## config.mk

```make
export PLATFORM = sky130hd
export DESIGN_NAME = fetch_top
export DESIGN_NICKNAME = d
export VERILOG_FILES = /design/src/fetch_pkg.sv /design/src/csr_regs.sv /design/src/fetch_stage.sv /design/src/fetch_top.sv /design/src/tlb.sv
export VERILOG_INCLUDE_DIRS = /design/src /design/src/src
export SDC_FILE = /design/constraint.sdc
export NUM_CORES = 1
export LEC_CHECK = 0
export BUFFER_PORTS_ARGS = -buffer_cell sky130_fd_sc_hd__buf_2
export CAP_MARGIN = 0
export CORE_MARGIN = 2
export CORE_UTILIZATION = 40
export CTS_CLUSTER_SIZE = 40
export DETAILED_ROUTE_END_ITERATION = 8
export GPL_TIMING_DRIVEN = 0
export MAX_ROUTING_LAYER = met4
export PLACE_DENSITY_LB_ADDON = 0.12
export REMOVE_ABC_BUFFERS = 1
export SYNTH_ARGS = -nofsm -noshare
export SYNTH_HDL_FRONTEND = slang
export SYNTH_SLANG_ARGS = --single-unit
```

## constraint.sdc

```tcl
create_clock -name clk -period 13 [get_ports clk]
set_clock_uncertainty 0.05 [all_clocks]
set_input_delay 1.3 -clock clk [delete_from_list [all_inputs] [get_ports clk]]
set_output_delay 1.3 -clock clk [all_outputs]
set_load 0.01 [all_outputs]
```

## src/fetch_macros.svh

```systemverilog
`ifndef FETCH_MACROS_SVH
`define FETCH_MACROS_SVH

// tlb geometry
`define TLB_NUM     4
`define TLB_IDX_W   2

`define RESET_PC    32'h1c000000

// apb word addresses of the csr registers
`define CSR_CRMD    8'h00
`define CSR_ASID    8'h01
`define CSR_DMW0    8'h02
`define CSR_DMW1    8'h03
`define CSR_TLBIDX  8'h04
`define CSR_TLBEHI  8'h05
`define CSR_TLBELO0 8'h06
`define CSR_TLBELO1 8'h07
`define CSR_TLBCMD  8'h08

`endif

```

## src/fetch_pkg.sv

```systemverilog
package fetch_pkg;

    // crmd layout, da at bit 3, plv at bits 1:0
    typedef struct packed {
        logic [27:0] rsv1;
        logic        da;
        logic        rsv0;
        logic [1:0]  plv;
    } crmd_t;

    // dmw layout
    typedef struct packed {
        logic [2:0]  vseg;
        logic        rsv2;
        logic [2:0]  pseg;
        logic [20:0] rsv1;
        logic        plv3;
        logic [1:0]  rsv0;
        logic        plv0;
    } dmw_t;

    typedef union packed {
        crmd_t crmd;
        dmw_t  dmw;
    } csr_word_u;

    typedef struct packed {
        logic [19:0] ppn;
        logic [1:0]  plv;
        logic        v;
    } tlb_page_t;

    // page[0] even, page[1] odd
    typedef struct packed {
        logic                  e;
        logic [18:0]           vppn;
        logic [9:0]            asid;
        logic                  g;
        tlb_page_t [1:0]       page;
    } tlb_entry_t;

    typedef struct packed {
        logic        found;
        logic [19:0] ppn;
        logic [1:0]  plv;
        logic        v;
    } xlate_t;

    typedef struct packed {
        logic [31:0] pc;
        logic [31:0] inst;
        logic        ex;
        logic [5:0]  ecode;
    } fetch_out_t;

    localparam logic [5:0] ECODE_TLBR = 6'h3f;
    localparam logic [5:0] ECODE_PIF  = 6'h03;
    localparam logic [5:0] ECODE_PPI  = 6'h07;

endpackage

```

## src/csr_regs.sv

```systemverilog
`include "fetch_macros.svh"

module csr_regs (
    input  logic                   clk,
    input  logic                   reset,
    input  logic                   psel,
    input  logic                   penable,
    input  logic                   pwrite,
    input  logic [7:0]             paddr,
    input  logic [31:0]            pwdata,
    output logic                   pready,
    output logic [31:0]            prdata,
    output fetch_pkg::csr_word_u   crmd,
    output fetch_pkg::csr_word_u   dmw0,
    output fetch_pkg::csr_word_u   dmw1,
    output logic [9:0]             asid,
    output logic                   tlb_we,
    output logic [`TLB_IDX_W-1:0]  tlb_windex,
    output fetch_pkg::tlb_entry_t  tlb_wentry
);
    import fetch_pkg::*;

    // ne bit plus index
    localparam logic [31:0] TLBIDX_MASK =
        {1'b1, {(31 - `TLB_IDX_W){1'b0}}, {`TLB_IDX_W{1'b1}}};
    localparam logic [31:0] TLBEHI_MASK = 32'hffff_e000;
    // ppn, g, plv, v
    localparam logic [31:0] ELO_MASK    = 32'h0fff_ff4d;

    logic        apb_wr;
    csr_word_u   wview;
    csr_word_u   crmd_wr;
    csr_word_u   dmw_wr;
    logic [31:0] tlbidx_q;
    logic [31:0] tlbehi_q;
    logic [31:0] elo0_q;
    logic [31:0] elo1_q;

    function automatic tlb_page_t elo_page(logic [31:0] elo);
        return '{ppn: elo[27:8], plv: elo[3:2], v: elo[0]};
    endfunction

    // no wait states
    assign pready = psel && penable;
    assign apb_wr = psel && penable && pwrite;

    assign wview = pwdata;

    // keep only the implemented fields of each view
    always_comb begin
        crmd_wr          = '0;
        crmd_wr.crmd.plv = wview.crmd.plv;
        crmd_wr.crmd.da  = wview.crmd.da;
        dmw_wr           = '0;
        dmw_wr.dmw.vseg  = wview.dmw.vseg;
        dmw_wr.dmw.pseg  = wview.dmw.pseg;
        dmw_wr.dmw.plv3  = wview.dmw.plv3;
        dmw_wr.dmw.plv0  = wview.dmw.plv0;
    end

    always_ff @(posedge clk) begin
        if (reset) begin
            // direct mode, plv0
            crmd     <= 32'h0000_0008;
            dmw0     <= '0;
            dmw1     <= '0;
            asid     <= '0;
            tlbidx_q <= '0;
            tlbehi_q <= '0;
            elo0_q   <= '0;
            elo1_q   <= '0;
        end else if (apb_wr) begin
            case (paddr)
                `CSR_CRMD:    crmd     <= crmd_wr;
                `CSR_ASID:    asid     <= pwdata[9:0];
                `CSR_DMW0:    dmw0     <= dmw_wr;
                `CSR_DMW1:    dmw1     <= dmw_wr;
                `CSR_TLBIDX:  tlbidx_q <= pwdata & TLBIDX_MASK;
                `CSR_TLBEHI:  tlbehi_q <= pwdata & TLBEHI_MASK;
                `CSR_TLBELO0: elo0_q   <= pwdata & ELO_MASK;
                `CSR_TLBELO1: elo1_q   <= pwdata & ELO_MASK;
                default: ;
            endcase
        end
    end

    always_comb begin
        case (paddr)
            `CSR_CRMD:    prdata = crmd;
            `CSR_ASID:    prdata = {22'd0, asid};
            `CSR_DMW0:    prdata = dmw0;
            `CSR_DMW1:    prdata = dmw1;
            `CSR_TLBIDX:  prdata = tlbidx_q;
            `CSR_TLBEHI:  prdata = tlbehi_q;
            `CSR_TLBELO0: prdata = elo0_q;
            `CSR_TLBELO1: prdata = elo1_q;
            default:      prdata = 32'd0;
        endcase
    end

    // command write fires the tlb fill from the staging registers
    assign tlb_we     = apb_wr && (paddr == `CSR_TLBCMD);
    assign tlb_windex = tlbidx_q[`TLB_IDX_W-1:0];
    assign tlb_wentry = '{
        e:    ~tlbidx_q[31],
        vppn: tlbehi_q[31:13],
        asid: asid,
        g:    elo0_q[6] & elo1_q[6],
        page: {elo_page(elo1_q), elo_page(elo0_q)}
    };

endmodule

```

## src/fetch_stage.sv

```systemverilog
`include "fetch_macros.svh"

module fetch_stage (
    input  logic                   clk,
    input  logic                   reset,
    input  fetch_pkg::csr_word_u   crmd,
    input  fetch_pkg::csr_word_u   dmw0,
    input  fetch_pkg::csr_word_u   dmw1,
    output logic [18:0]            s_vppn,
    output logic                   s_odd,
    input  fetch_pkg::xlate_t      s_res,
    output logic                   inst_sram_req,
    output logic [31:0]            inst_sram_addr,
    input  logic                   inst_sram_addr_ok,
    input  logic                   inst_sram_data_ok,
    input  logic [31:0]            inst_sram_rdata,
    output logic                   fs_valid,
    output fetch_pkg::fetch_out_t  fs_out,
    input  logic                   fs_allowin,
    input  logic                   redirect,
    input  logic [31:0]            redirect_pc
);
    import fetch_pkg::*;

    logic [31:0] pc_q;
    logic [31:0] req_pc_q;
    logic        wait_q;
    logic        discard_q;
    logic        halt_q;
    logic [1:0]  plv;
    logic [31:0] pa;
    logic        fault;
    logic [5:0]  fault_code;
    logic        slot_free;
    logic        can_fetch;
    logic        accept;
    logic        resp;
    logic        take_resp;
    logic        take_fault;

    function automatic logic dmw_hit(csr_word_u w, logic [1:0] cur_plv, logic [2:0] seg);
        return (w.dmw.vseg == seg)
            && ((cur_plv == 2'd0 && w.dmw.plv0) || (cur_plv == 2'd3 && w.dmw.plv3));
    endfunction

    assign plv    = crmd.crmd.plv;
    assign s_vppn = pc_q[31:13];
    assign s_odd  = pc_q[12];

    // direct, then windows, then tlb
    always_comb begin
        pa         = pc_q;
        fault      = 1'b0;
        fault_code = '0;
        if (crmd.crmd.da) begin
            pa = pc_q;
        end else if (dmw_hit(dmw0, plv, pc_q[31:29])) begin
            pa = {dmw0.dmw.pseg, pc_q[28:0]};
        end else if (dmw_hit(dmw1, plv, pc_q[31:29])) begin
            pa = {dmw1.dmw.pseg, pc_q[28:0]};
        end else if (!s_res.found) begin
            fault      = 1'b1;
            fault_code = ECODE_TLBR;
        end else if (!s_res.v) begin
            fault      = 1'b1;
            fault_code = ECODE_PIF;
        end else if (plv > s_res.plv) begin
            fault      = 1'b1;
            fault_code = ECODE_PPI;
        end else begin
            pa = {s_res.ppn, pc_q[11:0]};
        end
    end

    // slot empty or draining, nothing in memory
    assign slot_free  = !fs_valid || fs_allowin;
    assign can_fetch  = !reset && slot_free && !wait_q && !halt_q && !redirect;
    assign take_fault = can_fetch && fault;

    assign inst_sram_req  = can_fetch && !fault;
    assign inst_sram_addr = pa;

    assign accept    = inst_sram_req && inst_sram_addr_ok;
    assign resp      = wait_q && inst_sram_data_ok;
    assign take_resp = resp && !discard_q && !redirect;

    always_ff @(posedge clk) begin
        if (reset) begin
            pc_q      <= `RESET_PC;
            wait_q    <= 1'b0;
            discard_q <= 1'b0;
            halt_q    <= 1'b0;
        end else begin
            if (redirect) begin
                pc_q <= redirect_pc;
            end else if (accept) begin
                pc_q <= pc_q + 32'd4;
            end
            if (accept) begin
                wait_q <= 1'b1;
            end else if (resp) begin
                wait_q <= 1'b0;
            end
            // response still due after a redirect is stale
            if (redirect && wait_q && !inst_sram_data_ok) begin
                discard_q <= 1'b1;
            end else if (resp) begin
                discard_q <= 1'b0;
            end
            if (redirect) begin
                halt_q <= 1'b0;
            end else if (take_fault) begin
                halt_q <= 1'b1;
            end
        end
    end

    always_ff @(posedge clk) begin
        if (accept) begin
            req_pc_q <= pc_q;
        end
    end

    always_ff @(posedge clk) begin
        if (reset || redirect) begin
            fs_valid <= 1'b0;
        end else if (take_resp || take_fault) begin
            fs_valid <= 1'b1;
        end else if (fs_allowin) begin
            fs_valid <= 1'b0;
        end
    end

    // loads only into an empty slot, so held under back-pressure
    always_ff @(posedge clk) begin
        if (take_resp) begin
            fs_out <= '{pc: req_pc_q, inst: inst_sram_rdata, ex: 1'b0, ecode: 6'd0};
        end else if (take_fault) begin
            fs_out <= '{pc: pc_q, inst: 32'd0, ex: 1'b1, ecode: fault_code};
        end
    end

endmodule

```

## src/fetch_top.sv

```systemverilog
`include "fetch_macros.svh"

module fetch_top (
    input  logic                   clk,
    input  logic                   reset,
    input  logic                   psel,
    input  logic                   penable,
    input  logic                   pwrite,
    input  logic [7:0]             paddr,
    input  logic [31:0]            pwdata,
    output logic                   pready,
    output logic [31:0]            prdata,
    output logic                   inst_sram_req,
    output logic [31:0]            inst_sram_addr,
    input  logic                   inst_sram_addr_ok,
    input  logic                   inst_sram_data_ok,
    input  logic [31:0]            inst_sram_rdata,
    output logic                   fs_valid,
    output fetch_pkg::fetch_out_t  fs_out,
    input  logic                   fs_allowin,
    input  logic                   redirect,
    input  logic [31:0]            redirect_pc
);
    import fetch_pkg::*;

    csr_word_u              crmd;
    csr_word_u              dmw0;
    csr_word_u              dmw1;
    logic [9:0]             asid;
    logic                   tlb_we;
    logic [`TLB_IDX_W-1:0]  tlb_windex;
    tlb_entry_t             tlb_wentry;
    logic [18:0]            s_vppn;
    logic                   s_odd;
    xlate_t                 s_res;

    csr_regs u_csr (
        .clk        (clk),
        .reset      (reset),
        .psel       (psel),
        .penable    (penable),
        .pwrite     (pwrite),
        .paddr      (paddr),
        .pwdata     (pwdata),
        .pready     (pready),
        .prdata     (prdata),
        .crmd       (crmd),
        .dmw0       (dmw0),
        .dmw1       (dmw1),
        .asid       (asid),
        .tlb_we     (tlb_we),
        .tlb_windex (tlb_windex),
        .tlb_wentry (tlb_wentry)
    );

    tlb u_tlb (
        .clk     (clk),
        .reset   (reset),
        .s_vppn  (s_vppn),
        .s_odd   (s_odd),
        .asid    (asid),
        .s_res   (s_res),
        .we      (tlb_we),
        .w_index (tlb_windex),
        .w_entry (tlb_wentry)
    );

    fetch_stage u_fetch (
        .clk               (clk),
        .reset             (reset),
        .crmd              (crmd),
        .dmw0              (dmw0),
        .dmw1              (dmw1),
        .s_vppn            (s_vppn),
        .s_odd             (s_odd),
        .s_res             (s_res),
        .inst_sram_req     (inst_sram_req),
        .inst_sram_addr    (inst_sram_addr),
        .inst_sram_addr_ok (inst_sram_addr_ok),
        .inst_sram_data_ok (inst_sram_data_ok),
        .inst_sram_rdata   (inst_sram_rdata),
        .fs_valid          (fs_valid),
        .fs_out            (fs_out),
        .fs_allowin        (fs_allowin),
        .redirect          (redirect),
        .redirect_pc       (redirect_pc)
    );

endmodule

```

## src/tlb.sv

```systemverilog
`include "fetch_macros.svh"

module tlb (
    input  logic                   clk,
    input  logic                   reset,
    input  logic [18:0]            s_vppn,
    input  logic                   s_odd,
    input  logic [9:0]             asid,
    output fetch_pkg::xlate_t      s_res,
    input  logic                   we,
    input  logic [`TLB_IDX_W-1:0]  w_index,
    input  fetch_pkg::tlb_entry_t  w_entry
);
    import fetch_pkg::*;

    tlb_entry_t          entry [`TLB_NUM];
    logic [`TLB_NUM-1:0] hit;
    tlb_entry_t          hit_entry;
    tlb_page_t           page;

    always_ff @(posedge clk) begin
        if (reset) begin
            for (int i = 0; i < `TLB_NUM; i++) begin
                entry[i] <= '0;
            end
        end else if (we) begin
            entry[w_index] <= w_entry;
        end
    end

    // match on vppn, global entries ignore asid
    always_comb begin
        for (int i = 0; i < `TLB_NUM; i++) begin
            hit[i] = entry[i].e
                  && (entry[i].vppn == s_vppn)
                  && (entry[i].g || (entry[i].asid == asid));
        end
    end

    // highest matching index wins if software left duplicates
    always_comb begin
        hit_entry = '0;
        for (int i = 0; i < `TLB_NUM; i++) begin
            if (hit[i]) begin
                hit_entry = entry[i];
            end
        end
    end

    // bit 12 picks even or odd page
    assign page = hit_entry.page[s_odd];

    assign s_res = '{
        found: |hit,
        ppn:   page.ppn,
        plv:   page.plv,
        v:     page.v
    };

endmodule

```

Yosys cells after proc, flatten, opt, wreduce, memory -nomap -nowiden
Memories as Yosys holds them, arrays and structs flattened. Cells that the tools add are included.

Add/sub/neg operators: 1. Magnitude comparators: 2. Eq/ne operators: 19. Mux-type cells: 42. Bitwise gates (word level): 2. Reduce and logical (&&, ||, !) cells: 64.

Operators with widths (number): $mux 32 (8); $pmux 32 s8 (1); $mux 46 (4); $mux 71 (2); $mux 77 (1); $reduce_or 77->1 (1); $eq 19x19->1 (4); $mux 23 (2); $eq 10x10->1 (4); $add 32x3->32 const B (1); $eq 8x3->1 const B (4); $mux 6 (5); $logic_and 1x1->1 (29); $mux 1 (17); $eq 8x2->1 const B (2); $reduce_and 2->1 (8); $reduce_bool 2->1 (5); $logic_or 1x1->1 (9); $eq 8x1->1 const B (1); $eq 8x4->1 const B (1); $logic_not 1->1 (8); $logic_not 8->1 (1); $eq 3x3->1 (2); $reduce_or 4->1 (1); other kinds (9) (9).

Register bits after elaboration: 238. RAM bits: 308. Input port bits: 113. Logic and storage cells: 149. Memories: 1.

Memories: u_tlb.entry (words 4, bits a word 77, rd ports 4, clocked after Yosys merged registers in 0, wr ports 4, RTL line tlb.sv:16) `` tlb_entry_t entry [`TLB_NUM]; ``.

Longest topological paths before layout
Gate-level depths: netlist (run 1). An unclocked memory read counts as a cell.

Depth in word-level cells: 22. Depth in mapped cells: 22.

Modules after synthesis
From an unflattened synthesis (run 1), not the netlist that was laid out.

Cells, all modules: 2237. Area, all modules: 26834.5 sq um.

Modules (own cells, without submodules): tlb (times used 1, cells each 1058, area an instance 14254.9 sq um, seq. area each 9248.9 sq um); fetch_stage (times used 1, cells each 547, area an instance 6424.9 sq um, seq. area each 3683.5 sq um); csr_regs (times used 1, cells each 632, area an instance 6154.7 sq um, seq. area each 1981.9 sq um).

Worst setup path after synthesis (run 1)
Ideal clock, no wire load.

Path kind: input to register. Start: in psel. End: mem u_tlb.entry[3][0] (netlist bit), enable pin. Library setup time: 618 ps. Arrival: 7545 ps. Setup slack: 4786 ps. Cell stages on the path: 5. Path through: and2_1 nand2_1 nor3_1 nand4b_1 o21ai_0.

RTL lines: from (decl) (RTL line fetch_top.sv:6) `input logic psel,`; to (decl) (RTL line tlb.sv:16).

Worst setup path in the final report (run 1)
Start: reg u_fetch.pc_q[19]. End: out inst_sram_addr[26].

Cells in the longest elaborated chain, start to end: 16.

Ends and longest elaborated chain: from (decl) (RTL line fetch_stage.sv:25) `logic [31:0] pc_q;`; from (signal assigned) (RTL line fetch_stage.sv:89) `` pc_q <= `RESET_PC; ``; from (signal assigned) (RTL line fetch_stage.sv:95) `pc_q <= redirect_pc;`; from (signal assigned) (RTL line fetch_stage.sv:97) `pc_q <= pc_q + 32'd4;`; $eq 19x19->1 (RTL line tlb.sv:35) `&& (entry[i].vppn == s_vppn)`; $logic_and 1x1->1 (RTL line tlb.sv:35); $logic_and 1x1->1 (RTL line tlb.sv:36) `&& (entry[i].g || (entry[i].asid == asid));`; $mux 46 (4 in series) (RTL line tlb.sv:44) `if (hit[i]) begin`; $mux 23 (implied by the code) (2 in series) (RTL line tlb.sv:51) `assign page = hit_entry.page[s_odd];`; $gt 2x2->1 (RTL line fetch_stage.sv:67) `end else if (plv > s_res.plv) begin`; $mux 32 (RTL line fetch_stage.sv:67); $mux 32 (RTL line fetch_stage.sv:64) `end else if (!s_res.v) begin`; $mux 32 * (RTL line fetch_stage.sv:61) `end else if (!s_res.found) begin`; $mux 32 * (RTL line fetch_stage.sv:59) `end else if (dmw_hit(dmw1, plv, pc_q[31:29])) begin`; $mux 32 * (RTL line fetch_stage.sv:57) `end else if (dmw_hit(dmw0, plv, pc_q[31:29])) begin`; $mux 32 * (RTL line fetch_stage.sv:55) `if (crmd.crmd.da) begin`; to (decl) (RTL line fetch_top.sv:14) `output logic [31:0] inst_sram_addr,`.

Every way passes the cells marked *; elsewhere a longest branch is shown, timed or not. The select of a mux whose other input is x is not followed.

==> impl_metrics.ini, run 1 <==
[yosys]
synth_warnings = 0
synth_cells = 2265
synth_edf_count = 404
synth-seq-cells = 543
synth_area_per_cell_um2 = 11.0
synthesis.area_um2 = 25000
ys_types = 71
async_reset_ff_frac = 0
synth_ff_type = edfxtp_1
seq_area_frac_synth = 0.596

[timing]
tns_ns = 0
worstMarginPinSlew_ns = 1.44
hold_violations = 0
min_period_ns = 7.69
maxSlewHeadroom = 0.0388
setup_viol = 0
max_freq_mhz = 130
rsz0062_at_grt = no
report.final.slew_viol_count = 0
fin_ws_ns = 5.31
period_share = 0.592

[floorplan]
io_pins = 251
die_y_um = 254
core_area_um2 = 61700
dieArea_um2 = 64600
num_rows = 91
chipWidth_um = 254
initial_core_util = 0.405

[flow_run]
drv_cap = 0

[power_and_ir_drop]
pwr-share-seq = 0.500
p_clk_frac = 0.454
vdd.ir_drop.worst_uv = 104
switchingPower_w = 0.000855
switching_share = 0.219
powerDensity_nw_per_um2 = 132
leakage_nw = 10.9
p_int_w = 0.00305
p_comb_frac = 0.047

[detailed_routing]
route.detailed.drc = 0
vias = 18095
wirelength_mm = 75.5
drt_iter0_markers = 1492
drtPass1Iterations = 5
wl_per_cell_um = 22.6
ant_nets = 0
routed_via_density = 5.42

[setup_path]
max_stage_delay_ns = 0.85
cp-end-kind = primary output
crit_chain = xnor2_1 > nand4_1 > nor3_1 > nand3_4 > nand3_1 > a311oi_1 > a21oi_1 > nand2_1 > o21ai_0 > ha_1 > nor2b_1 > o21ai_0 > nand4_1 > buf_8 > buf_8 > a211oi_1 > a21o_1 > buf_2
slowest_stage = dfxtp_1
worstSetupPathType = register to primary output
crit_arrival_ns = 6.34
crit_fanout = 45
cp.required_ns = 11.65
start_kind = register

[cts]
clock-sinks = 543
ctsHoldBuffers = 0
path_clk_slew_ns = 0.06
root_buffer = clkbuf_16
tritoncts = done
post_cts_resized = 0
cts_setup_buffers = 0
cts_buffer_depth = 3
h-tree-depth = 2
cts_buffers = 58
worstSkewPairLatency_ns = 0.62

[place]
dp_cells = 3228
dp_hpwl_mm = 49.5
place.gp.congestion = 0.828
port_buffers = 250
pre_cts_ws_ns = 5.88

[finish]
nFillCells = 5670
nets = 2567
final_cells = 3341
layout-drive-gt1-share = 0.178
syn2layout_area_growth_pct = 18.0

[global_routing]
globalRouteOverflowTotal = 0
grt_max_degree = 86
grt_pass1_vias = 17801
grt_pass1_wl_mm = 111
grt_usage = 0.238
antenna_found_initial = 3

[worst_hold_path]
hold_class = register to register

[status]
status = finished, final reports clean
==> through the flow <==
stage | total power (W) | utilization | cell area [µm²] | hold WS (ns)
after floorplan | 0.00206 | - | 24300 | 0.384
after global placement | 0.00216 | 0.431 | 26600 | 0.401
after detailed placement | 0.00217 | 0.445 | 27500 | 0.413
after CTS | 0.00394 | 0.478 | 29500 | 0.423
after global routing | 0.00402 | 0.478 | 29500 | 0.447
final | 0.00390 | 0.478 | 29500 | 0.421
==> cell type report <==
cell class / instances / area (µm²) / share of cell area
clock inverter: 27 / 359 / 0.0122
clock buffer: 83 / 1690 / 0.0572
sequential: 543 / 14900 / 0.505
antenna: 3 / 7.51 / 0.000254
timing repair buffer: 305 / 2010 / 0.0681
multi-input combinational: 1529 / 9430 / 0.320
tap: 837 / 1050 / 0.0355
inverter: 14 / 52.6 / 0.00178
==> synth_stat cells (4+ instances only) <==
| cell | number | share of area |
|---|---|---|
| or2_2 | 8 | 0.0020 |
| xor2_1 | 63 | 0.022 |
| nand2_1 | 293 | 0.044 |
| a22oi_1 | 26 | 0.0078 |
| nor3_1 | 20 | 0.0040 |
| a311oi_1 | 40 | 0.014 |
| nor2_1 | 95 | 0.014 |
| buf_1 | 7 | 0.0011 |
| mux2i_1 | 14 | 0.0056 |
| buf_4 | 6 | 0.0018 |
| and2_1 | 342 | 0.086 |
| nand3_1 | 96 | 0.019 |
| mux2_2 | 15 | 0.0068 |
| nand2b_1 | 9 | 0.0023 |
| or3_1 | 8 | 0.0020 |
| edfxtp_1 | 404 | 0.48 |
| nor4_1 | 26 | 0.0065 |
| buf_2 | 25 | 0.0050 |
| o21ai_0 | 22 | 0.0044 |
| dfxtp_1 | 139 | 0.11 |
| nor2b_1 | 11 | 0.0028 |
| clkbuf_1 | 140 | 0.021 |
| a21o_1 | 16 | 0.0048 |
| a22o_1 | 35 | 0.012 |
| a31oi_1 | 6 | 0.0015 |
| o31ai_1 | 6 | 0.0018 |
| o311ai_1 | 6 | 0.0021 |
| a21oi_1 | 126 | 0.025 |
| and3_1 | 12 | 0.0030 |
| or4_1 | 9 | 0.0027 |
| inv_1 | 13 | 0.0020 |
| o311a_1 | 4 | 0.0016 |
| a211oi_1 | 42 | 0.013 |
| xnor2_1 | 60 | 0.021 |
| nand4_1 | 35 | 0.0088 |
| o311ai_0 | 18 | 0.0063 |
==> registers in the layout, summed over array words and instances, names as in the netlist <==
signal and cells:
u_csr.asid 10, u_csr.crmd 3, u_csr.dmw0 8, u_csr.dmw1 8, u_csr.elo0_q 24, u_csr.elo1_q 24, u_csr.tlbehi_q 19, u_csr.tlbidx_q 3
u_fetch.discard_q 1, u_fetch.fs_out 68, u_fetch.fs_valid 1, u_fetch.halt_q 1, u_fetch.pc_q 32, u_fetch.req_pc_q 32, u_fetch.wait_q 1, u_tlb.entry 308
==> power by group through the flow <==
stage                     Sequential [W]  Clock (W)  Combinational (W)
final                            0.00195    0.00177           0.000183
after global routing             0.00195    0.00187           0.000197
after CTS                        0.00195    0.00181           0.000184
after detailed placement         0.00199          0           0.000183
after global placement           0.00199          0           0.000173
after floorplan                  0.00197          0          0.0000869
==> worst paths after layout <==
path / start / to / slack [ns] / cells past startpoint
min reg2reg: u_csr.dmw0[26] / u_csr.dmw0[26] / 0.42 / 2
max: u_fetch.pc_q[19] / inst_sram_addr[26] / 5.31 / 18
max reg2reg: u_csr.asid[7] / u_fetch.fs_out[68] / 6.60 / 15
min: u_csr.dmw0[26] / u_csr.dmw0[26] / 0.42 / 2
==> cells in the final DEF, fill, tap and decap left out, types with 12 or more instances in the layout <==
master	Yosys	routed
xnor2_1	60	60
a311oi_1	40	40
a22o_1	35	35
nand2_1	293	291
buf_2	25	249
nand4_1	35	35
edfxtp_1	404	404
mux2i_1	14	14
nor3_1	20	16
dfxtp_1	139	138
xor2_1	63	63
and2_1	342	341
nor4_1	26	25
clkbuf_16	0	61
inv_1	13	12
mux2_2	15	15
a22oi_1	26	26
clkbuf_1	140	14
a21o_1	16	16
a211oi_1	42	42
a21oi_1	126	126
buf_4	6	12
o311ai_0	18	18
nand3_1	96	95
o21ai_0	22	21
buf_6	1	26
nor2_1	95	94
==> worst max-delay path: cells and delay by family (launching register included) <==
family                   cells  cell delay [ns]
buffers and inverters        3             0.67
AND/OR/NAND/NOR              7             2.52
flip-flops                   1             0.85
AO/OA/AOI/OAI                6             1.08
XOR/XNOR                     1             0.28
adder cells (fa/ha/maj)      1             0.28
==> cells by family after synthesis <==
group,synth area share
flip-flops,0.596
buffers and inverters,0.0314
multiplexers,0.0142
AND/OR/NAND/NOR,0.204
adder cells (fa/ha/maj),0.00150
XOR/XNOR,0.0431
AO/OA/AOI/OAI,0.110
==> layer usage <==
layer / track usage / vias to the layer above / part of all wire / wire length [µm]
li1: - / 8557 / - / -
met1: 0.301 / 8859 / 0.43 / 32300
met4: 0.0701 / 0 / 0.022 / 1640
met2: 0.396 / 577 / 0.49 / 37100
met5: - / - / 0 / 0
met3: 0.0358 / 102 / 0.060 / 4500
Power figures use the tool's default switching activity.
==> run 2, diff against run 1 <==
==> constraint.sdc (replaced) <==
create_clock -name clk -period 7.55 [get_ports clk]
set_clock_uncertainty 0.05 [all_clocks]
set_input_delay 0.755 -clock clk [delete_from_list [all_inputs] [get_ports clk]]
set_output_delay 0.755 -clock clk [all_outputs]
set_load 0.01 [all_outputs]
==> run 2 against run 1 <==
Power up 72%. Worst setup slack worse by 5.0 ns. Cell area about the same. Register-to-register slack worse by 5.4 ns. Clock power up 72%. First-iteration DRC count down 5.2%. Global-route usage unchanged. Highest routed layer unchanged. Largest cell class unchanged. Count of clock-buffer cells in the layout unchanged. Critical path depth down 1. Critical path type unchanged. Utilization about the same. Via count up 0.53%. Non-clock buffer count unchanged.
==> impl_metrics.ini, run 2 (synthesis results as in run 1) <==
[detailed_routing]
route.detailed.drc = 0
drtPass1Iterations = 6
drt_iter0_markers = 1414
ant_nets = 0
routed_via_density = 5.44
wl_per_cell_um = 22.8
wirelength_mm = 76.2
vias = 18191

[global_routing]
grt_pass1_vias = 17801
grt_max_degree = 86
antenna_found_initial = 3
busiest_layer = met2
use_met3 = 0.0358
grt_pass1_wl_mm = 111
met1_usage = 0.301
globalRouteOverflowTotal = 0
grt_usage = 0.238
grt_util_met2 = 0.396

[finish]
final_common_cell = edfxtp_1
nets = 2568
top_register = u_tlb.entry
fin_util = 0.479
final_cells = 3342
nFillCells = 5670
mostFrequentLayoutCells = 404 x edfxtp_1, 341 x and2_1, 291 x nand2_1
reg_top3 = u_tlb.entry: 308 flops, u_fetch.fs_out: 68 flops
syn2layout_area_growth_pct = 18.1
largest_reg_flops = 308
layout-drive-gt1-share = 0.179

[setup_path]
cp.required_ns = 6.74
ff2ff_path_depth = 15
start_kind = register
worstSetupPathType = register to primary output
crit_chain = xor2_1 > nor4_1 > a41oi_1 > or4_4 > a311oi_1 > a21oi_1 > nand2_1 > o21ai_0 > ha_1 > nor2b_1 > o21ai_0 > nand4_1 > buf_8 > buf_8 > a211oi_1 > a21o_1 > buf_2
max_stage_delay_ns = 1.13
cp-end-kind = primary output
r2r-end = u_fetch.fs_out[68]
crit_arrival_ns = 6.39
crit_fanout = 85
reg2reg_slack_ns = 1.18
slowest_stage = or4_4
crit-reg2reg-launch = u_csr.asid[7]

[place]
port_buffers = 250
dp_cells = 3228
place.gp.congestion = 0.828
pre_cts_ws_ns = 0.976
dp_hpwl_mm = 49.5

[power_and_ir_drop]
leakage_nw = 10.9
p_int_w = 0.00525
vdd.ir_drop.worst_uv = 180
p_clk_frac = 0.454
powerDensity_nw_per_um2 = 228
switching_share = 0.220
p_comb_frac = 0.047
pwr-share-seq = 0.499
switchingPower_w = 0.00148

[floorplan]
dieArea_um2 = 64600
die_y_um = 254
num_rows = 91
core_area_um2 = 61700
initial_core_util = 0.405
io_pins = 251
chipWidth_um = 254

[cts]
h-tree-depth = 2
ctsHoldBuffers = 0
cts_buffer_depth = 3
cts_buffers = 58
root_buffer = clkbuf_16
tritoncts = done
path_clk_slew_ns = 0.06
worstSkewPairLatency_ns = 0.62
clock-sinks = 543

[timing]
rsz0062_at_grt = no
hold_violations = 0
max_freq_mhz = 139
worstMarginPinSlew_ns = 1.41
fin_ws_ns = 0.354
min_period_ns = 7.20
period_share = 0.953
report.final.slew_viol_count = 0
tns_ns = 0
setup_viol = 0
maxSlewHeadroom = 0.0551

[worst_hold_path]
min_from = inst_sram_data_ok
hold_depth = 2
hold_class = input port to register
hold_end = u_fetch.discard_q

[status]
status = finished, final reports clean

[flow_run]
drv_cap = 0
==> run 2: changes by cell type in the layout (fill, tap and decap cells not counted), sizes merged <==
cell	before	now
nand3	96	97
==> run 2: area by class of cell <==
cell class | count | area (µm²) | area share
tap | 837 | 1050 | 0.0355
clock inverter | 27 | 359 | 0.0122
clock buffer | 83 | 1690 | 0.0572
inverter | 14 | 52.6 | 0.00178
sequential | 543 | 14900 | 0.505
antenna | 3 | 7.51 | 0.000254
multi-input combinational | 1530 | 9450 | 0.320
timing repair buffer | 305 | 2010 | 0.0680
==> run 2: worst max-delay path: cells and delay by family, from the launching register on <==
kind                     cells  cell delay [ns]
AO/OA/AOI/OAI                7             1.73
XOR/XNOR                     1             0.13
adder cells (fa/ha/maj)      1             0.31
flip-flops                   1             0.62
AND/OR/NAND/NOR              5             2.27
buffers and inverters        3             0.67
==> run 2: per-layer routing <==
layer	up-vias	routed length, µm
met5	-	0
met4	0	1770
met3	107	4940
met2	652	37300
met1	8877	32200
li1	8555	-
==> run 2: what timing repair did <==
item / in CTS / in global routing
endpoints found under the setup margin: 0 / 7
buffers inserted: 0 / 0
resized for setup: 0 / 2
==> run 2: power groups by stage <==
stage                     logic [W]  registers (W)  clock network [W]
after global routing       0.000340        0.00337            0.00322
after detailed placement   0.000316        0.00342                  0
after floorplan            0.000150        0.00340                  0
final                      0.000316        0.00336            0.00305
after global placement     0.000298        0.00343                  0
after CTS                  0.000317        0.00336            0.00311
==> run 2: worst max-delay path by stage <==
stage                        startpoint                 end  cells after the start
after CTS                 u_csr.asid[7]  inst_sram_addr[26]                     17
final                     u_csr.asid[7]  inst_sram_addr[26]                     17
after floorplan           u_csr.asid[7]  u_fetch.fs_out[10]                     12
after global routing      u_csr.asid[7]  inst_sram_addr[26]                     17
after detailed placement  u_csr.asid[7]  inst_sram_addr[26]                     17
after global placement    u_csr.asid[7]  u_fetch.fs_out[69]                     12
==> run 2: per-stage QoR <==
stage / instance area (µm²) / hold WS, ns / power (W)
2_1_floorplan: 24300 / 0.384 / 0.00355
3_3_place_gp: 26600 / 0.401 / 0.00373
3_5_place_dp: 27500 / 0.413 / 0.00374
4_1_cts: 29500 / 0.246 / 0.00679
5_1_grt: 29500 / 0.293 / 0.00693
6_report: 29500 / 0.293 / 0.00672
